===== config.mk =====
export PLATFORM = sky130hd
export DESIGN_NAME = modulation_top
export DESIGN_NICKNAME = d
export VERILOG_FILES = /design/src/hw/modulation_pkg.sv /design/src/hw/sample_modulation_pc.sv /design/src/hw/sample_modulation_az.sv /design/src/hw/sample_credit_tracker.sv /design/src/hw/switch_drive.sv /design/src/hw/modulation_top.sv
export SDC_FILE = /design/constraint.sdc
export NUM_CORES = 1
export LEC_CHECK = 0
export ABC_AREA = 1
export BUFFER_PORTS_ARGS = -buffer_cell sky130_fd_sc_hd__buf_2
export CORE_ASPECT_RATIO = 0.8
export CORE_MARGIN = 1
export CORE_UTILIZATION = 54
export CTS_BUF_LIST = sky130_fd_sc_hd__clkbuf_16
export CTS_CLUSTER_SIZE = 24
export DETAILED_ROUTE_END_ITERATION = 10
export PLACE_DENSITY = 0.74
export SLEW_MARGIN = 20
export SYNTH_ARGS = -nofsm -noshare
export SYNTH_HDL_FRONTEND = slang
export SYNTH_SLANG_ARGS = --single-unit
export TNS_END_PERCENT = 100

===== constraint.sdc =====
create_clock -name clk -period 4.54 [get_ports clk]
set_input_delay 0.681 -clock clk [delete_from_list [all_inputs] [get_ports clk]]
set_output_delay 0.681 -clock clk [all_outputs]
set_load 0.1 [all_outputs]

===== src/hw/modulation_pkg.sv =====
package modulation_pkg;

  // system clock in Hz
  localparam int CLK_FREQ = 20000000;

  // precharge settle phase, 500us at CLK_FREQ
  localparam logic [23:0] PRECHARGE_CYCLES = 24'(CLK_FREQ / 2000);

  ////////////////////
  // switch levels

  // pc switch passes the signal to the integrator
  localparam logic SW_PC_SIGNAL = 1'b1;
  // pc switch on the bootstrapped precharge buffer
  localparam logic SW_PC_BOOT = 1'b0;

  // s1, the pc output. enable bit 3 plus channel 0
  localparam logic [3:0] AZMUX_HI = 4'b1000;

  // buffering downstream, in hi/lo pairs
  localparam logic [2:0] CREDIT_MAX = 3'd4;

  ////////////////////
  // sequencer states, numbered as on the bench

  typedef enum logic [6:0] {
    ST_START          = 7'd0,
    ST_PROTECT        = 7'd1,
    ST_PROTECT_WAIT   = 7'd15,
    ST_SETTLE         = 7'd2,
    ST_SETTLE_WAIT    = 7'd25,
    ST_HI             = 7'd3,
    ST_HI_WAIT        = 7'd35,
    ST_REPROTECT      = 7'd4,
    ST_REPROTECT_WAIT = 7'd45,
    ST_LO             = 7'd5,
    ST_LO_WAIT        = 7'd55,
    ST_IDLE           = 7'd6
  } mod_state_e;

  // which sequencer drives the switches
  typedef enum logic [0:0] {
    MODE_PC = 1'b0,
    MODE_AZ = 1'b1
  } mod_mode_e;

endpackage


===== src/hw/sample_modulation_pc.sv =====
`timescale 1ns/1ns

// pc switch only, azmux left on the hi input. for charge injection testing
module sample_modulation_pc (
  input  logic        clk,
  input  logic        reset,
  input  logic        enable,
  input  logic        have_credit,
  input  logic [31:0] sample_duration,
  output logic        pc_ctl,
  output logic        led,
  output logic        idle,
  output logic        pair_done,
  output logic [7:0]  monitor
);

  modulation_pkg::mod_state_e state;

  // remaining clocks of the current phase
  logic [31:0] count_down;

  // safe points for a mode change
  assign idle = (state == modulation_pkg::ST_IDLE) || (state == modulation_pkg::ST_START);

  always_ff @(posedge clk or posedge reset)
  begin
    if (reset)
    begin
      state      <= modulation_pkg::ST_START;
      count_down <= '0;
      pc_ctl     <= modulation_pkg::SW_PC_BOOT;
      led        <= 1'b0;
      monitor    <= '0;
      pair_done  <= 1'b0;
    end
    else if (!enable)
    begin
      // parked while the other sequencer owns the switches
      state     <= modulation_pkg::ST_START;
      pc_ctl    <= modulation_pkg::SW_PC_BOOT;
      led       <= 1'b0;
      monitor   <= '0;
      pair_done <= 1'b0;
    end
    else
    begin
      // free running, every entry state reloads it
      count_down <= count_down - 32'd1;
      pair_done  <= 1'b0;

      case (state)
        modulation_pkg::ST_START:
          if (have_credit)
            state <= modulation_pkg::ST_PROTECT;

        ////////////////////
        // pc to boot, signal protected
        modulation_pkg::ST_PROTECT:
        begin
          state      <= modulation_pkg::ST_PROTECT_WAIT;
          count_down <= 32'(modulation_pkg::PRECHARGE_CYCLES);
          pc_ctl     <= modulation_pkg::SW_PC_BOOT;
          monitor    <= '0;
        end
        modulation_pkg::ST_PROTECT_WAIT:
          if (count_down == 32'd0)
            state <= modulation_pkg::ST_SETTLE;

        ////////////////////
        // precharge settle, az would move to hi here
        modulation_pkg::ST_SETTLE:
        begin
          state      <= modulation_pkg::ST_SETTLE_WAIT;
          count_down <= 32'(modulation_pkg::PRECHARGE_CYCLES);
          monitor[0] <= 1'b1;
        end
        modulation_pkg::ST_SETTLE_WAIT:
          if (count_down == 32'd0)
            state <= modulation_pkg::ST_HI;

        ////////////////////
        // pc to signal, hi measurement
        modulation_pkg::ST_HI:
        begin
          state      <= modulation_pkg::ST_HI_WAIT;
          count_down <= sample_duration;
          pc_ctl     <= modulation_pkg::SW_PC_SIGNAL;
          led        <= 1'b1;
          monitor[1] <= 1'b1;
        end
        modulation_pkg::ST_HI_WAIT:
          if (count_down == 32'd0)
            state <= modulation_pkg::ST_REPROTECT;

        // back to boot before the lo side
        modulation_pkg::ST_REPROTECT:
        begin
          state      <= modulation_pkg::ST_REPROTECT_WAIT;
          count_down <= 32'(modulation_pkg::PRECHARGE_CYCLES);
          pc_ctl     <= modulation_pkg::SW_PC_BOOT;
          led        <= 1'b0;
          monitor[1] <= 1'b0;
        end
        modulation_pkg::ST_REPROTECT_WAIT:
          if (count_down == 32'd0)
            state <= modulation_pkg::ST_LO;

        ////////////////////
        // lo measurement, same length as hi
        modulation_pkg::ST_LO:
        begin
          state      <= modulation_pkg::ST_LO_WAIT;
          count_down <= sample_duration;
          monitor[0] <= 1'b0;
        end
        modulation_pkg::ST_LO_WAIT:
          if (count_down == 32'd0)
          begin
            state     <= modulation_pkg::ST_IDLE;
            pair_done <= 1'b1;
          end

        // pair_done still high means this pair is not yet charged to the tracker
        modulation_pkg::ST_IDLE:
          if (have_credit && !pair_done)
            state <= modulation_pkg::ST_SETTLE;

        default:
          state <= modulation_pkg::ST_START;
      endcase
    end
  end

endmodule


===== src/hw/sample_modulation_az.sv =====
`timescale 1ns/1ns

// auto-zero sequencer that alternates the azmux between hi and the chosen lo input
module sample_modulation_az (
  input  logic        clk,
  input  logic        reset,
  input  logic        enable,
  input  logic        have_credit,
  input  logic [31:0] sample_duration,
  input  logic [3:0]  azmux_lo,
  output logic        pc_ctl,
  output logic        led,
  output logic        idle,
  output logic        pair_done,
  output logic [7:0]  monitor,
  output logic [3:0]  azmux
);

  modulation_pkg::mod_state_e state;

  // remaining clocks of the current phase
  logic [31:0] count_down;

  // azmux on the pc output from settle through re-protect
  logic sel_hi;

  assign idle = (state == modulation_pkg::ST_IDLE) || (state == modulation_pkg::ST_START);

  // lo code is live, so a new lo input shows at the next lo phase or in idle
  assign azmux = sel_hi ? modulation_pkg::AZMUX_HI : azmux_lo;

  always_ff @(posedge clk or posedge reset)
  begin
    if (reset)
    begin
      state      <= modulation_pkg::ST_START;
      count_down <= '0;
      sel_hi     <= 1'b0;
      pc_ctl     <= modulation_pkg::SW_PC_BOOT;
      led        <= 1'b0;
      monitor    <= '0;
      pair_done  <= 1'b0;
    end
    else if (!enable)
    begin
      state     <= modulation_pkg::ST_START;
      sel_hi    <= 1'b0;
      pc_ctl    <= modulation_pkg::SW_PC_BOOT;
      led       <= 1'b0;
      monitor   <= '0;
      pair_done <= 1'b0;
    end
    else
    begin
      count_down <= count_down - 32'd1;
      pair_done  <= 1'b0;

      case (state)
        modulation_pkg::ST_START:
          if (have_credit)
            state <= modulation_pkg::ST_PROTECT;

        ////////////////////
        // pc to boot with the mux parked on lo
        modulation_pkg::ST_PROTECT:
        begin
          state      <= modulation_pkg::ST_PROTECT_WAIT;
          count_down <= 32'(modulation_pkg::PRECHARGE_CYCLES);
          pc_ctl     <= modulation_pkg::SW_PC_BOOT;
          sel_hi     <= 1'b0;
          monitor    <= '0;
        end
        modulation_pkg::ST_PROTECT_WAIT:
          if (count_down == 32'd0)
            state <= modulation_pkg::ST_SETTLE;

        ////////////////////
        // mux lo to hi while pc protects the signal
        // charge injection from the mux is absorbed by the boot buffer
        modulation_pkg::ST_SETTLE:
        begin
          state      <= modulation_pkg::ST_SETTLE_WAIT;
          count_down <= 32'(modulation_pkg::PRECHARGE_CYCLES);
          sel_hi     <= 1'b1;
          monitor[0] <= 1'b1;
        end
        modulation_pkg::ST_SETTLE_WAIT:
          if (count_down == 32'd0)
            state <= modulation_pkg::ST_HI;

        ////////////////////
        // pc to signal for the hi measurement
        modulation_pkg::ST_HI:
        begin
          state      <= modulation_pkg::ST_HI_WAIT;
          count_down <= sample_duration;
          pc_ctl     <= modulation_pkg::SW_PC_SIGNAL;
          led        <= 1'b1;
          monitor[1] <= 1'b1;
        end
        modulation_pkg::ST_HI_WAIT:
          if (count_down == 32'd0)
            state <= modulation_pkg::ST_REPROTECT;

        // pc back to boot while the mux stays on hi
        modulation_pkg::ST_REPROTECT:
        begin
          state      <= modulation_pkg::ST_REPROTECT_WAIT;
          count_down <= 32'(modulation_pkg::PRECHARGE_CYCLES);
          pc_ctl     <= modulation_pkg::SW_PC_BOOT;
          led        <= 1'b0;
          monitor[1] <= 1'b0;
        end
        modulation_pkg::ST_REPROTECT_WAIT:
          if (count_down == 32'd0)
          begin
            // mux moves to lo as the lo measurement starts
            state      <= modulation_pkg::ST_LO;
            sel_hi     <= 1'b0;
            monitor[2] <= 1'b1;
          end

        ////////////////////
        // lo measurement with the mux already on lo
        modulation_pkg::ST_LO:
        begin
          state      <= modulation_pkg::ST_LO_WAIT;
          count_down <= sample_duration;
          monitor[0] <= 1'b0;
        end
        modulation_pkg::ST_LO_WAIT:
          if (count_down == 32'd0)
          begin
            state      <= modulation_pkg::ST_IDLE;
            pair_done  <= 1'b1;
            monitor[2] <= 1'b0;
          end

        // wait one cycle for the tracker to charge this pair
        modulation_pkg::ST_IDLE:
          if (have_credit && !pair_done)
            state <= modulation_pkg::ST_SETTLE;

        default:
          state <= modulation_pkg::ST_START;
      endcase
    end
  end

endmodule


===== src/hw/sample_credit_tracker.sv =====
`timescale 1ns/1ns

module sample_credit_tracker (
  input  logic        clk,
  input  logic        reset,
  input  logic        sample_done,
  input  logic        credit_return,
  output logic        have_credit,
  output logic        sample_valid,
  output logic [15:0] sample_count
);

  // pairs the downstream side can still buffer
  logic [2:0] credits;

  // at least one free slot downstream
  assign have_credit = (credits != 3'd0);

  always_ff @(posedge clk or posedge reset)
  begin
    if (reset)
    begin
      credits      <= modulation_pkg::CREDIT_MAX;
      sample_valid <= 1'b0;
      sample_count <= '0;
    end
    else
    begin
      // spend and return in one cycle cancel out
      // a spend at zero is dropped, as is a return when already full
      if (sample_done && !credit_return && (credits != 3'd0))
        credits <= credits - 3'd1;
      else if (credit_return && !sample_done && (credits != modulation_pkg::CREDIT_MAX))
        credits <= credits + 3'd1;

      // one pulse per finished hi/lo pair
      sample_valid <= sample_done;

      // sequence number, wraps at 16 bits
      if (sample_done)
        sample_count <= sample_count + 16'd1;
    end
  end

endmodule


===== src/hw/switch_drive.sv =====
`timescale 1ns/1ns

module switch_drive (
  input  logic                      clk,
  input  logic                      reset,
  input  modulation_pkg::mod_mode_e mode,
  input  logic                      pc_pc_ctl,
  input  logic                      pc_led,
  input  logic [7:0]                pc_monitor,
  input  logic                      pc_idle,
  input  logic                      pc_pair_done,
  input  logic                      az_pc_ctl,
  input  logic                      az_led,
  input  logic [7:0]                az_monitor,
  input  logic                      az_idle,
  input  logic                      az_pair_done,
  input  logic [3:0]                az_azmux,
  output logic                      enable_pc,
  output logic                      enable_az,
  output logic                      sample_done,
  output logic                      sw_pc_ctl,
  output logic [3:0]                azmux,
  output logic                      led0,
  output logic [7:0]                monitor
);

  modulation_pkg::mod_mode_e active_mode;
  logic                      az_active;
  logic                      active_idle;

  assign az_active   = (active_mode == modulation_pkg::MODE_AZ);
  assign active_idle = az_active ? az_idle : pc_idle;

  // exactly one sequencer runs
  assign enable_az = az_active;
  assign enable_pc = !az_active;

  // completions only count from the sequencer in charge
  assign sample_done = az_active ? az_pair_done : pc_pair_done;

  ////////////////////
  // mode latch

  // takes the request only at a cycle boundary or during reset
  always_ff @(posedge clk)
  begin
    if (active_idle)
      active_mode <= mode;
  end

  ////////////////////
  // registered switch outputs

  always_ff @(posedge clk or posedge reset)
  begin
    if (reset)
    begin
      sw_pc_ctl <= modulation_pkg::SW_PC_BOOT;
      led0      <= 1'b0;
      monitor   <= '0;
    end
    else
    begin
      sw_pc_ctl <= az_active ? az_pc_ctl : pc_pc_ctl;
      led0      <= az_active ? az_led : pc_led;
      monitor   <= az_active ? az_monitor : pc_monitor;
    end
  end

  // pc mode keeps the mux on the hi input at all times
  always_ff @(posedge clk)
  begin
    azmux <= az_active ? az_azmux : modulation_pkg::AZMUX_HI;
  end

endmodule


===== src/hw/modulation_top.sv =====
`timescale 1ns/1ns

module modulation_top (
  input  logic                      clk,
  input  logic                      reset,
  input  logic [31:0]               sample_duration,
  input  logic [3:0]                azmux_lo,
  input  modulation_pkg::mod_mode_e mode,
  input  logic                      credit_return,
  output logic                      sw_pc_ctl,
  output logic [3:0]                azmux,
  output logic                      led0,
  output logic [7:0]                monitor,
  output logic                      sample_valid,
  output logic [15:0]               sample_count
);

  // sequencer to driver
  logic       pc_pc_ctl;
  logic       pc_led;
  logic [7:0] pc_monitor;
  logic       pc_idle;
  logic       pc_pair_done;
  logic       az_pc_ctl;
  logic       az_led;
  logic [7:0] az_monitor;
  logic       az_idle;
  logic       az_pair_done;
  logic [3:0] az_azmux;

  // control back to the sequencers and tracker
  logic       enable_pc;
  logic       enable_az;
  logic       have_credit;
  logic       sample_done;

  sample_modulation_pc u_mod_pc (
    .clk             (clk),
    .reset           (reset),
    .enable          (enable_pc),
    .have_credit     (have_credit),
    .sample_duration (sample_duration),
    .pc_ctl          (pc_pc_ctl),
    .led             (pc_led),
    .idle            (pc_idle),
    .pair_done       (pc_pair_done),
    .monitor         (pc_monitor)
  );

  sample_modulation_az u_mod_az (
    .clk             (clk),
    .reset           (reset),
    .enable          (enable_az),
    .have_credit     (have_credit),
    .sample_duration (sample_duration),
    .azmux_lo        (azmux_lo),
    .pc_ctl          (az_pc_ctl),
    .led             (az_led),
    .idle            (az_idle),
    .pair_done       (az_pair_done),
    .monitor         (az_monitor),
    .azmux           (az_azmux)
  );

  sample_credit_tracker u_credit (
    .clk           (clk),
    .reset         (reset),
    .sample_done   (sample_done),
    .credit_return (credit_return),
    .have_credit   (have_credit),
    .sample_valid  (sample_valid),
    .sample_count  (sample_count)
  );

  switch_drive u_drive (
    .clk          (clk),
    .reset        (reset),
    .mode         (mode),
    .pc_pc_ctl    (pc_pc_ctl),
    .pc_led       (pc_led),
    .pc_monitor   (pc_monitor),
    .pc_idle      (pc_idle),
    .pc_pair_done (pc_pair_done),
    .az_pc_ctl    (az_pc_ctl),
    .az_led       (az_led),
    .az_monitor   (az_monitor),
    .az_idle      (az_idle),
    .az_pair_done (az_pair_done),
    .az_azmux     (az_azmux),
    .enable_pc    (enable_pc),
    .enable_az    (enable_az),
    .sample_done  (sample_done),
    .sw_pc_ctl    (sw_pc_ctl),
    .azmux        (azmux),
    .led0         (led0),
    .monitor      (monitor)
  );

endmodule


==> impl_metrics.json, run 1 <==
{
  "hold_path_class": "in -> async",
  "insertion_delay_ps": 420,
  "first_pass_iters": 7,
  "clockBufferDepth": 2,
  "cp_num_cells": 10,
  "place.gp.congestion": 0.951,
  "synthesis.area_um2": 7520,
  "seq_area_frac_synth": 0.381,
  "grt_pass1_wl_mm": 32.7,
  "fin_crit_ps": 2310,
  "core_region_area_um2": 13600,
  "start_kind": "flip-flop",
  "cpMaxStageDelayCell": "buf_4",
  "diodes": 0,
  "worstPathRequired_ps": 4840,
  "root_buffer": "clkbuf_16",
  "grt_max_degree": 71,
  "worstMarginPinSlew_ps": 1010,
  "reg2reg_to": "u_credit.sample_count[15]$_DFFE_PP0P_",
  "numPortBuffers": 65,
  "die_y_um": 108,
  "hold_buffers": 0,
  "crit_top_cell": "nand2_1",
  "synth-seq-cells": 115,
  "cts.sinks": 115,
  "synthFlopType": "dfrtp_1",
  "cts_resized": 0,
  "grt_remaining_overflow": 0,
  "setup_viol": 0,
  "tritoncts": "built",
  "ios": 71,
  "cp.arrival_ps": 2620,
  "drv_slew": 0,
  "syn_area_per_cell_um2": 7.03,
  "drive_above_1_share": 0.148,
  "drt_wl_total_mm": 19.7,
  "drc": 0,
  "fmax_mhz": 432,
  "grtUsageMet3": 0.0659,
  "cts-buffers-inserted": 17,
  "endpoint": "u_credit.sample_count[15]$_DFFE_PP0P_",
  "die-area_um2": 14400,
  "crit_path_cell_trace": "buf_4 -> nand2_1 -> o21ai_4 -> inv_2 -> nor2_1 -> nand4_1 -> nor2_2 -> nand3_1 -> nand2_1 -> nand2_1",
  "rsz0062_at_grt": "false",
  "period_share": 0.510,
  "slew_headroom": 0.326,
  "met1_usage": 0.408,
  "via_count": 7171,
  "antenna_left": 0,
  "worstRegToRegCells": 10,
  "yosys_warnings": 0,
  "n_fill_cell": 1278,
  "grt_pass1_vias": 6726,
  "crit_type": "reg -> reg",
  "cp-end-kind": "flip-flop",
  "grt_busiest_layer": "met2",
  "clk_pin_slew_worst_paths_ps": 60,
  "track_usage": 0.291,
  "hold_viol_final": 0,
  "hpwl_mm": 14.0,
  "crit_family": "simple AND/OR/NAND/NOR gates",
  "drt_iter0_markers": 735,
  "synth_edf_count": 1,
  "critPathBufInv": 2,
  "synthToLayoutAreaGrowth_pct": 13.1,
  "num_rows": 38,
  "peakVddDrop_uv": 380,
  "maxCapViolations": 0,
  "leakagePower_nw": 4.19,
  "critical_path.max_stage_delay_ps": 630,
  "power_density_nw_per_um2": 713,
  "fin_worst_skew_ps": 6.62,
  "r2r-start": "u_drive.enable_az$_DFFE_PP_",
  "cts_setup_buffers": 0,
  "worstSetupStartpoint": "u_drive.enable_az$_DFFE_PP_",
  "cp_max_fo": 70,
  "die_x_um": 134,
  "antenna_found_initial": 0,
  "outcome": "complete, no violations",
  "htree_levels": 4,
  "viasPerCell": 5.44,
  "synthArstFlopShare": 0.957,
  "final_core_util": 0.626,
  "fin_cells": 1319,
  "synth_cell_types": 44,
  "nets": 1171,
  "rrSetupSlack_ps": 2230,
  "dp_cells": 1288,
  "wire_per_inst_um": 14.9,
  "initial_utilization": 0.553,
  "setup-tns-final_ps": 0,
  "netlist_instances": 1070,
  "grt_use_met2": 0.441
}
==> routing by layer <==
| metal | up-vias | wire length [µm] |
|---|---|---|
| li1 | 3543 | - |
| met1 | 3332 | 9240 |
| met2 | 252 | 8650 |
| met3 | 44 | 1390 |
| met4 | 0 | 404 |
| met5 | - | 0 |
==> through the flow <==
stage	worst slack (ps)	area, µm²	hold WS (ps)	power, mW
after CTS	2210	8510	334	6.05
after global placement	2290	7890	466	4.54
after floorplan	958	7540	436	4.09
after detailed placement	2240	7890	465	4.59
after global routing	2000	8510	355	6.53
final	2230	8510	309	6.07
==> worst register-to-register path, delay by kind of cell, from the launching register on <==
kind	cells	cell delay (ps)
AND/OR/NAND/NOR	7	950
buffers and inverters	2	710
flip-flops	1	360
AO/OA/AOI/OAI	1	190
==> cells in the mapped netlist, drive strengths merged, types with 13 or more instances <==
cell,count,area share
a21oi,103,0.072
a22oi,25,0.032
inv,117,0.058
buf,21,0.024
xor2,22,0.026
dfrtp,109,0.36
nand4,18,0.015
nand2,251,0.13
o21ai,32,0.028
xnor2,13,0.015
clkbuf,14,0.0070
nor2,226,0.12
nand3,79,0.055
==> worst min path at each step <==
stage	slack, ps	start	endpoint
after CTS	330	reset	u_mod_pc.count_down[27]$_DFFE_PP0N_
after floorplan	440	u_mod_az.monitor[2]$_DFFE_PP0P_	u_drive.monitor[2]$_DFF_PP0_
after global routing	360	reset	u_mod_pc.count_down[27]$_DFFE_PP0N_
final	310	reset	u_mod_pc.count_down[27]$_DFFE_PP0N_
after detailed placement	470	u_credit.credits[2]$_DFFE_PP1P_	u_credit.credits[2]$_DFFE_PP1P_
after global placement	470	u_credit.credits[2]$_DFFE_PP1P_	u_credit.credits[2]$_DFFE_PP1P_
==> layout by cell type, fill, tap and decap left out, drive strengths merged <==
cell type	count
a211oi	2
a21oi	103
a22oi	25
a31oi	6
and2	4
buf	69
bufinv	5
clkbuf	17
clkinv	5
clkinvlp	2
conb	5
dfrtp	109
dfstp	1
dfxtp	4
edfxtp	1
fa	1
ha	3
inv	119
nand2	251
nand3	79
nand4	18
nor2	226
nor3	6
nor4	1
o21ai	32
o21bai	6
o311ai	1
or2	3
xnor2	13
xor2	22
==> power by group <==
part | switching, mW | leakage [nW] | internal (mW)
combinational | 1.90 | 2.49 | 0.922
sequential | 0.396 | 1.39 | 1.42
clock | 0.481 | 0.301 | 0.958
total | 2.78 | 4.19 | 3.30
==> registers in the layout, summed over array words and instances, names as in the netlist, 2 cells and up <==
register               count
u_credit.credits           3
u_credit.sample_count     16
u_drive.azmux              4
u_drive.monitor            2
u_mod_az.count_down       32
u_mod_az.monitor           3
u_mod_az.state             6
u_mod_pc.count_down       32
u_mod_pc.state             6
==> area by class of cell <==
cell class,count,area [µm²],share of cell area
inverters,117,442,0.0519
clock inverters,14,196,0.0231
clock buffers,17,425,0.0500
well taps,180,225,0.0265
multi-input cells,807,4000,0.470
flip-flops and latches,115,2860,0.337
repair buffers,69,355,0.0418
==> cell families after synthesis <==
family,count (synthesis),synth area share
AO/OA/AOI/OAI,175,0.146
XOR/XNOR,35,0.0407
adder cells (fa/ha/maj),4,0.00765
buffers and inverters,152,0.0895
flip-flops,115,0.381
other,1,0.000498
AND/OR/NAND/NOR,588,0.335
Power figures use the tool's default switching activity.
==> inputs of run 2 (changes only) <==
ABC_AREA = 0   (was 1)
PLACE_DENSITY = 0.77   (was 0.74)
clock period = 2.1 ns   (was 4.54 ns; I/O delays follow)
==> run 2 against run 1 <==
Compared with the run above: die area fell by 5.6%; sequential share of layout area shrank 3.8 points; the run now ends with setup timing left; power increased to 2.7 times the previous value; setup slack got worse by 2500 ps; non-clock buffer count grew 130; synthesized area decreased by 5.7%; largest cell class unchanged; sequential power up 98%; final cell count is 11% lower; combinational power increased to 3.7 times the previous value.
==> impl_metrics.json, run 2 <==
{
  "holdWs_ps": 47.4,
  "grt_remaining_overflow": 0,
  "fin_ws_ps": -241,
  "wl_met1_mm": 9.93,
  "final_core_util": 0.749,
  "drt_iter0_markers": 1129,
  "ios": 71,
  "fmax_mhz": 427,
  "rrSetupSlack_ps": -240,
  "synthArstFlopShare": 0.957,
  "synth.top_cells.by_area": "dfrtp_1 38%, o21ai_0 7.1%, nand2_1 3.0%, nor2_1 2.9%, clkbuf_1 2.9%",
  "nets": 1028,
  "diodes": 0,
  "cts-buffers-inserted": 17,
  "cp-end-kind": "flip-flop",
  "synth_cell_types": 76,
  "r2r-start": "u_mod_az.count_down[0]$_DFFE_PP0P_",
  "syn_area_per_cell_um2": 8.56,
  "synthFlopType": "dfrtp_1",
  "die-area_um2": 13600,
  "period_share": 1.11,
  "largest_registers": "u_mod_az.count_down (32), u_mod_pc.count_down (32), u_credit.sample_count (16)",
  "num_rows": 37,
  "violations": "setup timing",
  "wire_per_inst_um": 20.9,
  "yosys-top-cells-count": "109 x dfrtp_1, 100 x o21ai_0, 57 x nand2_1",
  "hold_path_class": "in -> async",
  "synthToLayoutAreaGrowth_pct": 35.3,
  "top_layer_used": "met4",
  "insertion_delay_ps": 420,
  "slew_headroom": 0.546,
  "via_count": 7880,
  "multi_input_area_um2": 4410,
  "synth_area_leader_cell": "dfrtp_1",
  "seq_area_frac_synth": 0.403,
  "place_ws_ps": -259,
  "synth-seq-cells": 115,
  "yosys_warnings": 0,
  "clk_pin_slew_worst_paths_ps": 60,
  "cp_max_fo": 3,
  "antenna_found_initial": 0,
  "final_common_cell": "buf_4",
  "cts.sinks": 115,
  "hpwl_mm": 15.5,
  "core_region_area_um2": 12800,
  "layout_common_cells": "120 x buf_4, 106 x dfrtp_1, 90 x o21ai_0, 65 x buf_2, 57 x nand2_1",
  "finalPower_mw": 16.7,
  "grt_pass1_wl_mm": 37.6,
  "rsz0062_at_grt": "true",
  "dr_wl_met2_mm": 11.2,
  "worstMarginPinSlew_ps": 675,
  "drv_slew": 0,
  "place.gp.congestion": 0.929,
  "netlist_instances": 829,
  "first_pass_iters": 8,
  "numPortBuffers": 65,
  "fin_crit_ps": 2340,
  "ff_latch_area_um2": 2870,
  "synth.most_common_cell": "dfrtp_1",
  "hold_buffers": 0,
  "clockBufferDepth": 2,
  "route.met3.wl_mm": 2.65,
  "n_fill_cell": 890,
  "grt_pass1_vias": 7312,
  "drt_wl_total_mm": 24.5,
  "reg2reg_to": "u_mod_az.count_down[16]$_DFFE_PP0P_",
  "fin_worst_skew_ps": 7.77,
  "cp.arrival_ps": 2640,
  "die_y_um": 105,
  "peakVddDrop_uv": 1300,
  "drc": 0,
  "power_density_nw_per_um2": 1740,
  "tritoncts": "built",
  "worstSetupStartpoint": "u_mod_az.count_down[0]$_DFFE_PP0P_",
  "viasPerCell": 6.72,
  "worstRegToRegCells": 7,
  "synth_edf_count": 1,
  "synth_top_area_frac": 0.384,
  "leakagePower_nw": 4.15,
  "track_usage": 0.357,
  "crit_type": "reg -> reg",
  "maxCapViolations": 0,
  "htree_levels": 4,
  "drive_above_1_share": 0.336,
  "setup_viol": 33,
  "start_kind": "flip-flop",
  "antenna_left": 0,
  "grt_max_degree": 113,
  "hold_viol_final": 0,
  "synthesis.area_um2": 7100,
  "worstPathRequired_ps": 2400,
  "die_x_um": 130,
  "root_buffer": "clkbuf_16",
  "outcome": "finished, violations left",
  "initial_utilization": 0.554
}
run 2: cell count changes after synthesis, moves of 12 or more:
cell      change
and3_1       +15
nor2_2       -12
nor2_1      -156
nand2_1     -179
clkbuf_1     +40
a32oi_1      +12
o21ai_0      +83
inv_1        -89
nand3_1      -50
or3_1        +19
nor4_1       +17
a21oi_1      -59
nor3_1       +33
run 2: how the worst max path moves through the flow:
stage,endpoint,cells past startpoint
global placement,u_mod_az.count_down[16]$_DFFE_PP0P_,7
CTS,u_mod_az.count_down[16]$_DFFE_PP0P_,7
global route,u_mod_az.count_down[16]$_DFFE_PP0P_,7
detailed placement,u_mod_az.count_down[16]$_DFFE_PP0P_,7
floorplan,u_mod_az.count_down[31]$_DFFE_PP0P_,6
finish,u_mod_az.count_down[16]$_DFFE_PP0P_,7
run 2: per-layer routing:
layer / up-vias / track usage
met5: - / 0
met4: 0 / 0.117
met3: 85 / 0.124
met2: 522 / 0.530
met1: 3833 / 0.483
li1: 3440 / -
run 2: per-stage QoR:
step           instances  TNS, ps  cell area, µm²
2_1_floorplan        833    -2480            7240
3_3_place_gp        1129    -3270            8480
3_5_place_dp        1129    -5570            8480
4_1_cts             1164    -2740            9270
5_1_grt             1172    -4820            9610
6_report            1172    -3130            9610
run 2: power breakdown:
| part | total [mW] | switching [mW] | internal [mW] |
|---|---|---|---|
| sequential | 3.59 | 0.644 | 2.94 |
| combinational | 10.3 | 5.97 | 4.32 |
| clock | 2.81 | 1.08 | 1.72 |
| total | 16.7 | 7.70 | 8.98 |
run 2: layout make-up:
cell class / count / area share
Multi-Input combinational cell: 626 / 0.459
Sequential cell: 115 / 0.299
Timing Repair Buffer: 199 / 0.150
Clock buffer: 17 / 0.0443
Tap cell: 175 / 0.0228
Clock inverter: 15 / 0.0148
Inverter: 25 / 0.0102
run 2: repair_timing:
item	CTS	global route
pin swaps	14	18
setup endpoints to repair	56	65
resized for setup	42	58
buffers inserted	3	9
run 2: worst max-delay path, cell delays in order (launching register included):
cell	delay, ps
dfrtp_1	390
inv_2	80
ha_4	130
or4b_4	470
or3_4	400
or3_4	380
a21o_1	180
a22o_1	200
run 2: logic make-up (layout without fill, tap and decap cells):
| logic type | after synthesis | after routing | share of synthesized area |
|---|---|---|---|
| buffers and inverters | 92 | 256 | 0.0531 |
| multiplexers | 16 | 16 | 0.0240 |
| other | 1 | 5 | 0.000528 |
| flip-flops | 115 | 115 | 0.403 |
| adder cells (fa/ha/maj) | 4 | 4 | 0.00811 |
| AND/OR/NAND/NOR | 304 | 304 | 0.230 |
| XOR/XNOR | 24 | 24 | 0.0296 |
| AO/OA/AOI/OAI | 273 | 273 | 0.251 |
==> inputs of run 3 (changes only) <==
GPL_TIMING_DRIVEN = 0   (was unset)
SYNTH_HIERARCHICAL = 1   (was unset)
==> run 3 against run 2 <==
Compared with the run above: the flow still finishes with violations (setup timing); design area rose by 3.3%; first-iteration DRC count rose by 31%; sequential cell count rose by 6; power fell by 3.3%; sequential power rose by 7.8%; clock power rose by 19%; utilization fell by 2.2 points; via count rose by 3.9%; global-route usage fell by 2.0 points; critical endpoint is now u_mod_pc/state[2]$_DFFE_PP0P_; largest cell class unchanged; highest routed layer unchanged.
==> impl_metrics.json, run 3 <==
{
  "outcome": "finished, violations left",
  "violations": "setup timing",
  "slew_headroom": 0.507,
  "yosys-top-cells-count": "115 x dfrtp_1, 96 x o21ai_0, 68 x nand2_1",
  "insertion_delay_ps": 420,
  "antenna_left": 0,
  "synth_cell_types": 83,
  "maxCapViolations": 0,
  "fin_crit_ps": 2590,
  "syn_area_per_cell_um2": 8.66,
  "die_y_um": 108,
  "synth_edf_count": 1,
  "seq_area_frac_synth": 0.397,
  "diodes": 0,
  "final_core_util": 0.727,
  "grt_remaining_overflow": 0,
  "fin_ws_ps": -485,
  "crit_type": "reg -> reg",
  "drt_wl_total_mm": 25.1,
  "yosys_warnings": 6,
  "clockBufferDepth": 2,
  "die_x_um": 135,
  "track_usage": 0.337,
  "leakagePower_nw": 4.33,
  "met1_usage": 0.456,
  "cts.sinks": 121,
  "place.gp.congestion": 0.952,
  "cp.arrival_ps": 2890,
  "fin_cells": 1218,
  "netlist_instances": 877,
  "via_count": 8184,
  "htree_levels": 4,
  "worstMarginPinSlew_ps": 739,
  "drt_iter0_markers": 1483,
  "period_share": 1.23,
  "antenna_found_initial": 0,
  "rsz0062_at_grt": "true",
  "synthesis.area_um2": 7590,
  "clk_pin_slew_worst_paths_ps": 60,
  "nets": 1069,
  "hold_viol_final": 0,
  "largest_registers": "u_mod_az/count_down (32), u_mod_pc/count_down (32), u_credit/sample_count (16)",
  "synth_area_leader_cell": "dfrtp_1",
  "drv_slew": 0,
  "multi_input_area_um2": 4610,
  "ios": 71,
  "hpwl_mm": 15.9,
  "setup_viol": 33,
  "synth.top_cells.by_area": "dfrtp_1 38%, o21ai_0 6.3%, nand2_1 3.4%, nor3_1 3.3%, a21oi_1 3.0%",
  "first_pass_iters": 6,
  "initial_utilization": 0.556,
  "power_density_nw_per_um2": 1630,
  "holdWs_ps": 80.4,
  "synthToLayoutAreaGrowth_pct": 30.8,
  "synth.most_common_cell": "dfrtp_1",
  "cts-buffers-inserted": 17,
  "core_region_area_um2": 13600,
  "synthArstFlopShare": 0.959,
  "start_kind": "flip-flop",
  "setup-tns-final_ps": -8060,
  "finalPower_mw": 16.1,
  "fin_worst_skew_ps": 11.9,
  "fmax_mhz": 387,
  "worstPathRequired_ps": 2410,
  "viasPerCell": 6.72,
  "synthFlopType": "dfrtp_1",
  "grtUsageMet3": 0.0684,
  "num_rows": 38,
  "synth-seq-cells": 121,
  "wire_per_inst_um": 20.6,
  "dp_cells": 1138,
  "grt_pass1_wl_mm": 38.0,
  "hold_path_class": "in -> reg",
  "layout_common_cells": "106 x dfrtp_1, 82 x o21ai_0, 71 x buf_2, 66 x buf_4, 65 x nand2_1",
  "n_fill_cell": 949,
  "grt_max_degree": 26,
  "cp-end-kind": "flip-flop",
  "root_buffer": "clkbuf_16",
  "grt_use_met2": 0.511,
  "drc": 0,
  "grt_pass1_vias": 7154,
  "tritoncts": "built",
  "numPortBuffers": 70,
  "peakVddDrop_uv": 1190,
  "drive_above_1_share": 0.304,
  "final_common_cell": "dfrtp_1",
  "grt_busiest_layer": "met2",
  "die-area_um2": 14500,
  "cp_max_fo": 4,
  "ff_latch_area_um2": 3030,
  "synth_top_area_frac": 0.379
}
-- run 3: cell count changes after synthesis, sizes merged, moves of 7 or more --
cell     delta
o211ai      +7
nand2      +11
a31oi      -10
a21oi       +8
nor3       +10
o2bb2ai     +7
nand2b      +9
nand3       -8
nor4       +10
buf         +8
a22o        +8
inv        +10
-- run 3: cells by family after synthesis --
| family | after synthesis | share of synthesized area |
|---|---|---|
| other cells | 2 | 0.000989 |
| fa+ha+maj | 4 | 0.00758 |
| flops | 121 | 0.397 |
| xor+xnor | 20 | 0.0231 |
| buf+inv | 113 | 0.0666 |
| mux | 17 | 0.0270 |
| compound gates | 277 | 0.242 |
| simple gates | 323 | 0.236 |
-- run 3: area by class of cell --
| type | instances | area share |
|---|---|---|
| multi-input combinational | 652 | 0.464 |
| sequential | 121 | 0.305 |
| timing repair buffer | 128 | 0.0865 |
| clock buffer | 17 | 0.0429 |
| buffer | 71 | 0.0416 |
| clock inverter | 15 | 0.0248 |
| tap | 180 | 0.0227 |
| inverter | 34 | 0.0129 |
-- run 3: what timing repair did --
item / in CTS / in global routing
pin swaps: 23 / 37
buffers inserted: 27 / 30
setup endpoints to repair: 81 / 80
hold endpoints to repair: 10 / 0
hold buffers: 1 / 0
resized for setup: 64 / 122
-- run 3: metrics by stage --
step / setup WS [ps] / cell area, µm²
6_report: -485 / 9930
5_1_grt: -530 / 9930
4_1_cts: -489 / 9410
3_5_place_dp: -768 / 8310
3_3_place_gp: -749 / 8260
2_1_floorplan: -396 / 7680
-- run 3: worst max-delay path: stages, from the launching register on --
cell and delay (ps):
dfrtp_1 380, or3_4 390, or3_4 390, or4_4 570, o2111a_2 300, o21a_1 220, a22o_1 230
-- run 3: path summary, 6_finish.rpt --
check	from	end	slack, ps	depth (start not counted)
max	u_mod_pc/count_down[20]$_DFFE_PP0P_	u_mod_pc/state[2]$_DFFE_PP0P_	-490	6
min	mode	u_drive/enable_az$_DFFE_PP_	80	1
max reg2reg	u_mod_pc/count_down[20]$_DFFE_PP0P_	u_mod_pc/state[2]$_DFFE_PP0P_	-490	6
min reg2reg	u_credit/sample_count[15]$_DFFE_PP0P_	u_credit/sample_count[15]$_DFFE_PP0P_	460	1
max in group asynchronous	reset	u_mod_az/count_down[9]$_DFFE_PP0P_	1010	4
min in group asynchronous	reset	u_drive/monitor[1]$_DFF_PP0_	470	3
-- run 3: routing by layer --
| layer | vias up | share of wire | wire (µm) |
|---|---|---|---|
| met4 | 0 | 0.047 | 1170 |
| met5 | - | 0 | 0 |
| met1 | 3827 | 0.40 | 9990 |
| met3 | 132 | 0.11 | 2740 |
| li1 | 3561 | - | - |
| met2 | 664 | 0.45 | 11200 |
-- run 3: where the power goes --
part           switching [mW]  internal, mW  leakage (nW)  total, mW
registers               0.822          3.05          1.56       3.87
clock network            1.11          2.23         0.319       3.34
logic                    5.62          3.29          2.46       8.92
total                    7.56          8.57          4.33       16.1
